[src/design/resampler_macros.svh]
`ifndef RESAMPLER_MACROS_SVH
`define RESAMPLER_MACROS_SVH

// Channels per frame
`define RS_CH_NUM 2

// Sample and coefficient widths
`define RS_DATA_WIDTH 16
`define RS_COEF_WIDTH 18

// Filter length
`define RS_TAP_NUM 8

// Product width plus 3 guard bits for the 8-term sum
`define RS_ACC_WIDTH (`RS_DATA_WIDTH + `RS_COEF_WIDTH + 3)

// Interpolation and decimation factor width
`define RS_RATE_WIDTH 4

`define RS_FIFO_DEPTH 4

`endif

[src/design/resampler_pkg.sv]
`include "resampler_macros.svh"

package resampler_pkg;

    typedef logic signed [`RS_DATA_WIDTH-1:0] sample_t;
    typedef logic signed [`RS_COEF_WIDTH-1:0] coef_t;
    typedef logic signed [`RS_ACC_WIDTH-1:0]  acc_t;

    typedef sample_t [`RS_CH_NUM-1:0] sample_frame_t;
    typedef acc_t    [`RS_CH_NUM-1:0] acc_frame_t;

    typedef logic [`RS_RATE_WIDTH-1:0] rate_t;

    // Upsampler to filter
    typedef struct packed {
        logic          valid;
        sample_frame_t data;
    } sample_beat_t;

    // Filter to decimator
    typedef struct packed {
        logic       valid;
        acc_frame_t data;
    } acc_beat_t;

    // Low-pass taps where index 0 multiplies the newest sample
    localparam coef_t COEF_TABLE [`RS_TAP_NUM] = '{
        18'sd2048, 18'sd9216, 18'sd24576, 18'sd31744,
        18'sd20480, 18'sd6144, -18'sd3072, -18'sd1536
    };

endpackage

[src/design/frame_fifo.sv]
`timescale 1ns/10ps
`include "resampler_macros.svh"

module frame_fifo (
    input  logic                         clk_i,
    input  logic                         rstn_i,
    input  logic                         wr_valid_i,
    output logic                         wr_ready_o,
    input  resampler_pkg::sample_frame_t wr_data_i,
    output logic                         rd_valid_o,
    input  logic                         rd_ready_i,
    output resampler_pkg::sample_frame_t rd_data_o
);

    import resampler_pkg::*;

    localparam int DEPTH = `RS_FIFO_DEPTH;
    localparam int PTR_W = $clog2(DEPTH);
    localparam int CNT_W = $clog2(DEPTH + 1);

    sample_frame_t    mem_q [DEPTH];
    logic [PTR_W-1:0] wr_ptr_q;
    logic [PTR_W-1:0] rd_ptr_q;
    logic [CNT_W-1:0] count_q;
    logic [CNT_W-1:0] count_d;
    logic             wr_ready_q;
    logic             push;
    logic             pop;

    function automatic logic [PTR_W-1:0] next_ptr(input logic [PTR_W-1:0] ptr);
        if (ptr == PTR_W'(DEPTH - 1)) begin
            return '0;
        end
        return ptr + 1'b1;
    endfunction

    assign push = wr_valid_i && wr_ready_q;
    assign pop  = rd_valid_o && rd_ready_i;

    assign count_d = count_q + CNT_W'(push) - CNT_W'(pop);

    assign wr_ready_o = wr_ready_q;
    assign rd_valid_o = (count_q != '0);
    // Head frame is visible without a read request
    assign rd_data_o  = mem_q[rd_ptr_q];

    always_ff @(posedge clk_i) begin
        if (!rstn_i) begin
            wr_ptr_q   <= '0;
            rd_ptr_q   <= '0;
            count_q    <= '0;
            wr_ready_q <= 1'b0;
        end else begin
            if (push) begin
                wr_ptr_q <= next_ptr(wr_ptr_q);
            end
            if (pop) begin
                rd_ptr_q <= next_ptr(rd_ptr_q);
            end
            count_q    <= count_d;
            // Ready follows the occupancy of the next cycle
            wr_ready_q <= (count_d != CNT_W'(DEPTH));
        end
    end

    always_ff @(posedge clk_i) begin
        if (push) begin
            mem_q[wr_ptr_q] <= wr_data_i;
        end
    end

endmodule

[src/design/upsampler.sv]
`timescale 1ns/10ps

module upsampler (
    input  logic                         clk_i,
    input  logic                         rstn_i,
    input  logic                         en_i,
    input  resampler_pkg::rate_t         interp_i,
    input  logic                         in_valid_i,
    output logic                         in_ready_o,
    input  resampler_pkg::sample_frame_t in_data_i,
    output resampler_pkg::sample_beat_t  beat_o
);

    import resampler_pkg::*;

    typedef enum logic {
        IDLE   = 1'b0,
        INTERP = 1'b1
    } state_e;

    state_e        state_q;
    rate_t         phase_q;
    rate_t         last_phase;
    logic          pop;
    logic          valid_q;
    sample_frame_t data_q;

    assign in_ready_o = en_i && (state_q == IDLE);
    assign pop        = in_valid_i && in_ready_o;
    assign last_phase = interp_i - rate_t'(1);

    always_ff @(posedge clk_i) begin
        if (!rstn_i) begin
            state_q <= IDLE;
            phase_q <= '0;
            valid_q <= 1'b0;
        end else if (en_i) begin
            unique case (state_q)
                IDLE: begin
                    valid_q <= pop;
                    // With L of 1 every frame is a single beat
                    if (pop && (interp_i != rate_t'(1))) begin
                        state_q <= INTERP;
                        phase_q <= rate_t'(1);
                    end
                end
                INTERP: begin
                    valid_q <= 1'b1;
                    if (phase_q == last_phase) begin
                        state_q <= IDLE;
                        phase_q <= '0;
                    end else begin
                        phase_q <= phase_q + rate_t'(1);
                    end
                end
            endcase
        end
    end

    // Data beat first, then zero frames
    always_ff @(posedge clk_i) begin
        if (en_i) begin
            if (pop) begin
                data_q <= in_data_i;
            end else if (state_q == INTERP) begin
                data_q <= '0;
            end
        end
    end

    assign beat_o = '{valid: valid_q, data: data_q};

endmodule

[src/design/fir_filter.sv]
`timescale 1ns/10ps
`include "resampler_macros.svh"

module fir_filter (
    input  logic                        clk_i,
    input  logic                        rstn_i,
    input  logic                        en_i,
    input  resampler_pkg::sample_beat_t beat_i,
    output resampler_pkg::acc_beat_t    beat_o
);

    import resampler_pkg::*;

    localparam int CH   = `RS_CH_NUM;
    localparam int TAPS = `RS_TAP_NUM;

    // Older samples with index 0 as the previous beat
    sample_t    hist_q [CH][TAPS-1];
    // Full filter window including the incoming sample
    sample_t    win    [CH][TAPS];
    acc_frame_t acc_d;
    acc_frame_t acc_q;
    logic       valid_q;
    logic       shift;

    assign shift = en_i && beat_i.valid;

    always_comb begin
        for (int ch = 0; ch < CH; ch++) begin
            win[ch][0] = beat_i.data[ch];
            for (int k = 1; k < TAPS; k++) begin
                win[ch][k] = hist_q[ch][k-1];
            end
        end
    end

    always_comb begin
        acc_t sum;
        for (int ch = 0; ch < CH; ch++) begin
            sum = '0;
            for (int k = 0; k < TAPS; k++) begin
                // Signed multiply widened to the accumulator
                sum = sum + win[ch][k] * COEF_TABLE[k];
            end
            acc_d[ch] = sum;
        end
    end

    always_ff @(posedge clk_i) begin
        if (!rstn_i) begin
            for (int ch = 0; ch < CH; ch++) begin
                for (int k = 0; k < TAPS - 1; k++) begin
                    hist_q[ch][k] <= '0;
                end
            end
        end else if (shift) begin
            for (int ch = 0; ch < CH; ch++) begin
                hist_q[ch][0] <= beat_i.data[ch];
                for (int k = 1; k < TAPS - 1; k++) begin
                    hist_q[ch][k] <= hist_q[ch][k-1];
                end
            end
        end
    end

    // Valid holds while disabled so the decimator sees each beat once
    always_ff @(posedge clk_i) begin
        if (!rstn_i) begin
            valid_q <= 1'b0;
        end else if (en_i) begin
            valid_q <= beat_i.valid;
        end
    end

    always_ff @(posedge clk_i) begin
        if (shift) begin
            acc_q <= acc_d;
        end
    end

    assign beat_o = '{valid: valid_q, data: acc_q};

endmodule

[src/design/decimator.sv]
`timescale 1ns/10ps

module decimator (
    input  logic                      clk_i,
    input  logic                      rstn_i,
    input  logic                      en_i,
    input  resampler_pkg::rate_t      decim_i,
    input  resampler_pkg::acc_beat_t  beat_i,
    output logic                      tvalid_o,
    output resampler_pkg::acc_frame_t tdata_o
);

    import resampler_pkg::*;

    rate_t      phase_q;
    rate_t      last_phase;
    logic       keep;
    logic       valid_q;
    acc_frame_t data_q;

    assign last_phase = decim_i - rate_t'(1);
    // First beat after reset is kept
    assign keep       = beat_i.valid && (phase_q == '0);

    always_ff @(posedge clk_i) begin
        if (!rstn_i) begin
            phase_q <= '0;
            valid_q <= 1'b0;
        end else if (en_i) begin
            valid_q <= keep;
            if (beat_i.valid) begin
                if (phase_q == last_phase) begin
                    phase_q <= '0;
                end else begin
                    phase_q <= phase_q + rate_t'(1);
                end
            end
        end
    end

    always_ff @(posedge clk_i) begin
        if (en_i && keep) begin
            data_q <= beat_i.data;
        end
    end

    // A result pending across a disabled span shows once enable returns
    assign tvalid_o = valid_q && en_i;
    assign tdata_o  = data_q;

endmodule

[src/design/resampler_top.sv]
`timescale 1ns/10ps

module resampler_top (
    input  logic                         clk_i,
    input  logic                         rstn_i,
    input  logic                         en_i,
    input  resampler_pkg::rate_t         interp_i,
    input  resampler_pkg::rate_t         decim_i,
    input  logic                         s_tvalid_i,
    output logic                         s_tready_o,
    input  resampler_pkg::sample_frame_t s_tdata_i,
    output logic                         m_tvalid_o,
    output resampler_pkg::acc_frame_t    m_tdata_o
);

    import resampler_pkg::*;

    logic          fifo_valid;
    logic          fifo_ready;
    sample_frame_t fifo_data;
    sample_beat_t  up_beat;
    acc_beat_t     fir_beat;

    // Input bursts wait here while the upsampler is busy
    frame_fifo i_frame_fifo (
        .clk_i     (clk_i),
        .rstn_i    (rstn_i),
        .wr_valid_i(s_tvalid_i),
        .wr_ready_o(s_tready_o),
        .wr_data_i (s_tdata_i),
        .rd_valid_o(fifo_valid),
        .rd_ready_i(fifo_ready),
        .rd_data_o (fifo_data)
    );

    upsampler i_upsampler (
        .clk_i     (clk_i),
        .rstn_i    (rstn_i),
        .en_i      (en_i),
        .interp_i  (interp_i),
        .in_valid_i(fifo_valid),
        .in_ready_o(fifo_ready),
        .in_data_i (fifo_data),
        .beat_o    (up_beat)
    );

    fir_filter i_fir_filter (
        .clk_i (clk_i),
        .rstn_i(rstn_i),
        .en_i  (en_i),
        .beat_i(up_beat),
        .beat_o(fir_beat)
    );

    decimator i_decimator (
        .clk_i   (clk_i),
        .rstn_i  (rstn_i),
        .en_i    (en_i),
        .decim_i (decim_i),
        .beat_i  (fir_beat),
        .tvalid_o(m_tvalid_o),
        .tdata_o (m_tdata_o)
    );

endmodule

[config.mk]
export PLATFORM = sky130hd
export DESIGN_NAME = resampler_top
export DESIGN_NICKNAME = d
export VERILOG_FILES = /design/src/design/resampler_pkg.sv /design/src/design/frame_fifo.sv /design/src/design/upsampler.sv /design/src/design/fir_filter.sv /design/src/design/decimator.sv /design/src/design/resampler_top.sv
export VERILOG_INCLUDE_DIRS = /design/src /design/src/design
export SDC_FILE = /design/constraint.sdc
export NUM_CORES = 2
export LEC_CHECK = 0
export BUFFER_PORTS_ARGS = -buffer_cell sky130_fd_sc_hd__buf_2
export CORE_ASPECT_RATIO = 0.7
export CORE_UTILIZATION = 60
export DETAILED_ROUTE_END_ITERATION = 12
export PLACE_DENSITY = 0.77
export SKIP_CTS_REPAIR_TIMING = 1
export SYNTH_ARGS = -nofsm -noshare
export SYNTH_HDL_FRONTEND = slang
export SYNTH_HIERARCHICAL = 1
export SYNTH_SLANG_ARGS = --single-unit
[constraint.sdc]
create_clock -name clk_i -period 23.5 [get_ports clk_i]
set_input_delay 1.175 -clock clk_i [delete_from_list [all_inputs] [get_ports clk_i]]
set_output_delay 1.175 -clock clk_i [all_outputs]
set_load 0.02 [all_outputs]
# [After elaboration in Yosys (flattened, before gate mapping)]
# Memory sizes are Yosys's and may differ from the RTL's. A register that Yosys moved wholly into a read port is not among the register bits.
# Index checks and enable logic that the tools add are counted.
[totals] register_bits=200 ram_bits=352 inputBits=44 output_inout_bits=76 elab_cells=132 n_memories=2
[mem_list] memory="i_fir_filter.hist_q" words=2 width=112 read_ports=2 rd_ports_with_merged_regs=0 wr=2 line_no="fir_filter.sv:18" text="sample_t hist_q [CH][TAPS-1];"
[mem_list] memory="i_frame_fifo.mem_q" words=4 width=32 read_ports=1 rd_ports_with_merged_regs=1 wr=1 line_no="frame_fifo.sv:21" text="sample_frame_t mem_q [DEPTH];"
[classes] n_addsub=22 multipliers=14 eq_ne=7 mux=42 n_bitwise=15 reduce_logical=14
[op_table] operator="adder 37 bit" n=12
[op_table] operator="2-to-1 mux 16 bit" n=14
[op_table] operator="multiplier 16 x 3 -> 19 bit, second input constant" n=8
[op_table] operator="adder 27 x 31 -> 32 bit" n=2
[op_table] operator="2-to-1 mux 32 bit" n=2
[op_table] operator="multiplier 16 x 6 -> 22 bit, second input constant" n=2
[op_table] operator="multiplier 16 x 5 -> 21 bit, second input constant" n=2
[op_table] operator="multiplier 16 x 4 -> 20 bit, second input constant" n=2
[op_table] operator="2-to-1 mux 1 bit" n=14
[op_table] operator="bitwise OR 1 bit" n=14
[op_table] operator="2-to-1 mux 2 bit" n=6
[op_table] operator="2-to-1 mux 4 bit" n=3
[op_table] operator="adder 4 x 1 -> 4 bit, second input constant" n=2
[op_table] operator="== test 4 bit" n=2
[op_table] operator="logical AND 1 bit" n=8
[op_table] operator="case mux 4 bit (2 select lines)" n=1
[op_table] operator="subtractor 4 x 1 -> 4 bit, second input constant" n=2
[op_table] operator="AND reduction 2 bit" n=3
[op_table] operator="adder 2 x 1 -> 2 bit, second input constant" n=2
[op_table] operator="== test 2 bit, second input constant" n=2
[op_table] operator="zero test 4 bit" n=1
[op_table] operator="!= test 4 x 1 -> 1 bit, second input constant" n=1
[op_table] operator="case mux 1 bit (2 select lines)" n=2
[op_table] operator="adder 3 x 1 -> 3 bit" n=1
[op_table] operator="other kinds (6)" n=6

# [Longest topological paths before layout]
# An unclocked memory read counts as a cell.
[depth] word_depth=9 depth_mapped=34 mapped_depth_nobuf=33

# [Cells and area by module]
# The synthesis kept the hierarchy.
[by_module_without_submodules] module="fir_filter" n_inst=1 cells_per_inst=3306 area_each_um2=34161.5 seq_area_each_um2=8428.1
[by_module_without_submodules] module="frame_fifo" n_inst=1 cells_per_inst=216 area_each_um2=5175.0 seq_area_each_um2=4043.9
[by_module_without_submodules] module="decimator" n_inst=1 cells_per_inst=112 area_each_um2=2565.0 seq_area_each_um2=2322.2
[by_module_without_submodules] module="upsampler" n_inst=1 cells_per_inst=123 area_each_um2=1639.1 seq_area_each_um2=1081.0

# [Worst setup path before layout]
# OpenSTA, ideal clock, no wires.
[synth_timing] kind="input-to-reg" start="in en_i" end="reg i_decimator.data_q, in the netlist i_decimator/tdata_o[0] (enable)" setup_time_ns=0.718 arrival_ns=8.993 required_ns=22.782 slack_ns=13.789 stages=2 path_buffers=0 path_cell_list="nand2_1 nor4b_1"
[synth_via] elab_chain_cells=1
[synth_rtl] item="start: declaration" line_no="resampler_top.sv:6" text="input logic en_i,"
[synth_rtl] item="logical AND 1 bit" line_no="decimator.sv:42" text="if (en_i && keep) begin"
[synth_rtl] item="end signal: assignment" line_no="decimator.sv:43" text="data_q <= beat_i.data;"
[synth_rtl] item="end: declaration" line_no="decimator.sv:19" text="acc_frame_t data_q;"
# No other way between the ends.
# A chain may end at the register's enable or synchronous reset.

==> impl_results.md <==
* Fin nets at 4,857
* Least-Margin Pin Slew at 1.17 ns
* Core area at 71,700 um^2
* Final Hold Fails at 0
* Synth Area in XOR/XNOR at 5.39%
* Register area share after synthesis at 36.5%
* Critical path class: flop to flop
* Clock sinks at 536
* Dpl hpwl at 68,400 um
* Hold Crit Class: flop to flop
* Drt drc at 0
* Routed Antenna Nets at 0
* Critical Path AT at 8.70 ns
* Row cnt at 82
* Top cells by area, synth: edfxtp_1, fa_1, ha_1
* Fillcell total at 5,415
* Critical path data required time at 23.89 ns
* Main combinational cell family by area after synthesis: adder cells
* GPL Wtd Cong at 0.929
* Post-synthesis adder-cell area fraction at 32.5%
* Synth Cell Area at 43,500 um^2
* CP max stage cell: fa_1
* Startpoint Class: flop
* Share of cells above drive strength 1 at 7.41%
* Post-synth top area share at 35.4%
* GR Overflow Total at 0
* Iter 0 DRT Violations at 2,049
* Final Setup Violations at 0
* All-Layer GR Usage at 24.5%
* Number of synthesized flops with an enable pin at 514
* Routed Wire Length at 87,400 um
* IO Pins at 120
* Area of the die at 73,700 um^2
* #FFs+latches synth at 536
* # port buffers at 119
* Initial antenna violation count at 2
* Mean Syn Cell Area at 11.6 um^2
* Post-synthesis simple-gate area fraction at 8.86%
* CP dominant cell by count: inv_1
* Relative slew slack at 22.0%
* Die Y at 227 um
* Synth area leader: edfxtp_1
* Vias per cell at 5.50
* Endpoint type of the worst setup path: flop
* Total CTS buffers at 55
* Synth Instances at 3,757
* Compound-Gate Fraction of Synth Area at 8.24%
* CP max FO at 6
* Die width at 324 um
* Synth unique cells at 86
* Ys Warns at 6
* Setup TNS at 0 ns
* Root buffer cell: clkbuf_16
* Final clock period utilization by the worst path at 35.4%
* Status: finished clean
* Pin count of the biggest net entering global routing at 176
* RSZ-0062 raised after global routing: false
* CTS tree: built
* DR WL/cell at 17.8 um
* Final min period at 8.32 ns
* Mux cell area share after synthesis at 1.84%
* Starting density of the core at 60.7%
* Clock Latency Late Sink at 0.64 ns
* Max-Cap Viols at 0
* Clk buf depth at 3
* DR pass1 iterations at 5
* Top_reg_cell synth: edfxtp_1
* Fin. max-slew vios at 0
* First-pass GRT wire length at 141,000 um
* Area growth, synth to finish at 7.90%
* Max incr delay on CP at 0.56 ns
* Clock Skew at 0.0237 ns
* Max Clk Rate at 0.120 GHz
* Clock-pin slew on the worst setup and hold paths at 0.07 ns
* Total vias in the final route at 27,012
* Vias in the first global route at 26,536
* Async SR Flop Fraction at 0%
* H-tree levels at 2
kinds of logic after synthesis:
group           Yosys count
compound gates          555
xor+xnor                264
fa+ha+maj               917
buf+inv                 732
flops                   536
mux                      39
other cells               1
simple gates            713
layout by cell type (no fill, tap or decap), types with 57 or more instances in the layout:
cell type and count:
edfxtp_1 514, a21oi_1 170, inv_1 664, buf_2 119
xor2_1 77, clkbuf_16 57, ha_1 558, o21ai_0 95
a21o_1 75, nand2_1 99, and2_1 232, xnor2_1 184
nor2_1 122, fa_1 359
synthesized netlist by cell type, drive strengths merged, types with 7 or more instances:
cell type,n
buf,31
a21oi,172
a31oi,27
a21o,75
o21bai,30
edfxtp,514
and2,232
a211oi,17
clkbuf,36
or2,10
ha,558
fa,359
a21boi,14
mux4,32
a2111oi,7
inv,665
nand4,16
or3,19
nor3,41
nand2b,27
o2111ai,7
nand2,101
o21a,32
xor2,77
xnor2,185
nand3,37
nor2,122
dfxtp,22
nor2b,39
o21ai,109
and3,50
o211ai,12
worst max-delay path, delay by kind of cell, from the launching register on:
family	cells	cell delay, ns
compound gates	7	1.42
buf+inv	8	0.44
xor+xnor	1	0.15
flops	1	0.50
simple gates	6	1.19
fa+ha+maj	9	4.33
final timing paths:
path	slack, ns	endpoint	startpoint	depth (start not counted)
min	0.41	i_decimator/tdata_o[15]	i_fir_filter/beat_o[15]	0
max	15.18	i_fir_filter/beat_o[73]	i_fir_filter/hist_q[1][70]	31
min reg2reg	0.41	i_decimator/tdata_o[15]	i_fir_filter/beat_o[15]	0
max reg2reg	15.18	i_fir_filter/beat_o[73]	i_fir_filter/hist_q[1][70]	31
layer usage:
metal	global-route usage [%]	wire length (um)	up-vias
li1	-	-	13040
met1	40.9	45200	13043
met5	0	23	-
met3	5.15	7880	72
met4	3.83	967	4
met2	32.7	33300	853
flip-flops by register name, indices dropped and copies added, names as in the netlist, named ones only:
name / cells
i_fir_filter/hist_q: 224
i_frame_fifo/mem_q: 128
i_decimator/tdata_o: 74
i_fir_filter/beat_o: 56
i_upsampler/beat_o: 32
i_decimator/phase_q: 4
i_upsampler/phase_q: 4
i_frame_fifo/count_q: 3
i_frame_fifo/rd_ptr_q: 2
i_frame_fifo/wr_ptr_q: 2
i_decimator/valid_q: 1
i_fir_filter/valid_q: 1
i_frame_fifo/wr_ready_o: 1
i_upsampler/state_q: 1
i_upsampler/valid_q: 1
through the flow:
stage	area [um^2]	hold WS [ns]	utilization [%]	cells	setup WS, ns
floorplan	43600	0.400	-	3774	13.79
global placement	45100	0.400	62.9	4805	15.45
detailed placement	45100	0.405	62.9	4805	15.33
CTS	47000	0.417	65.5	4908	15.28
global route	47000	0.424	65.5	4908	14.66
finish	47000	0.414	65.5	4909	15.18
layout make-up:
class                   count  area (um^2)  share of cell area (%)
clock buffers              65         1480                    3.14
repair buffers            132          706                    1.50
clock inverters            38          360                   0.767
well taps                 966         1210                    2.57
multi-input cells        2506        24900                    52.9
inverters                 665         2500                    5.31
diodes                      1         2.50                 0.00533
flip-flops and latches    536        15900                    33.8
Power is left out: the tool's default activity adds up to more than one toggle a clock period on the data nets, which glitch-free logic cannot reach.
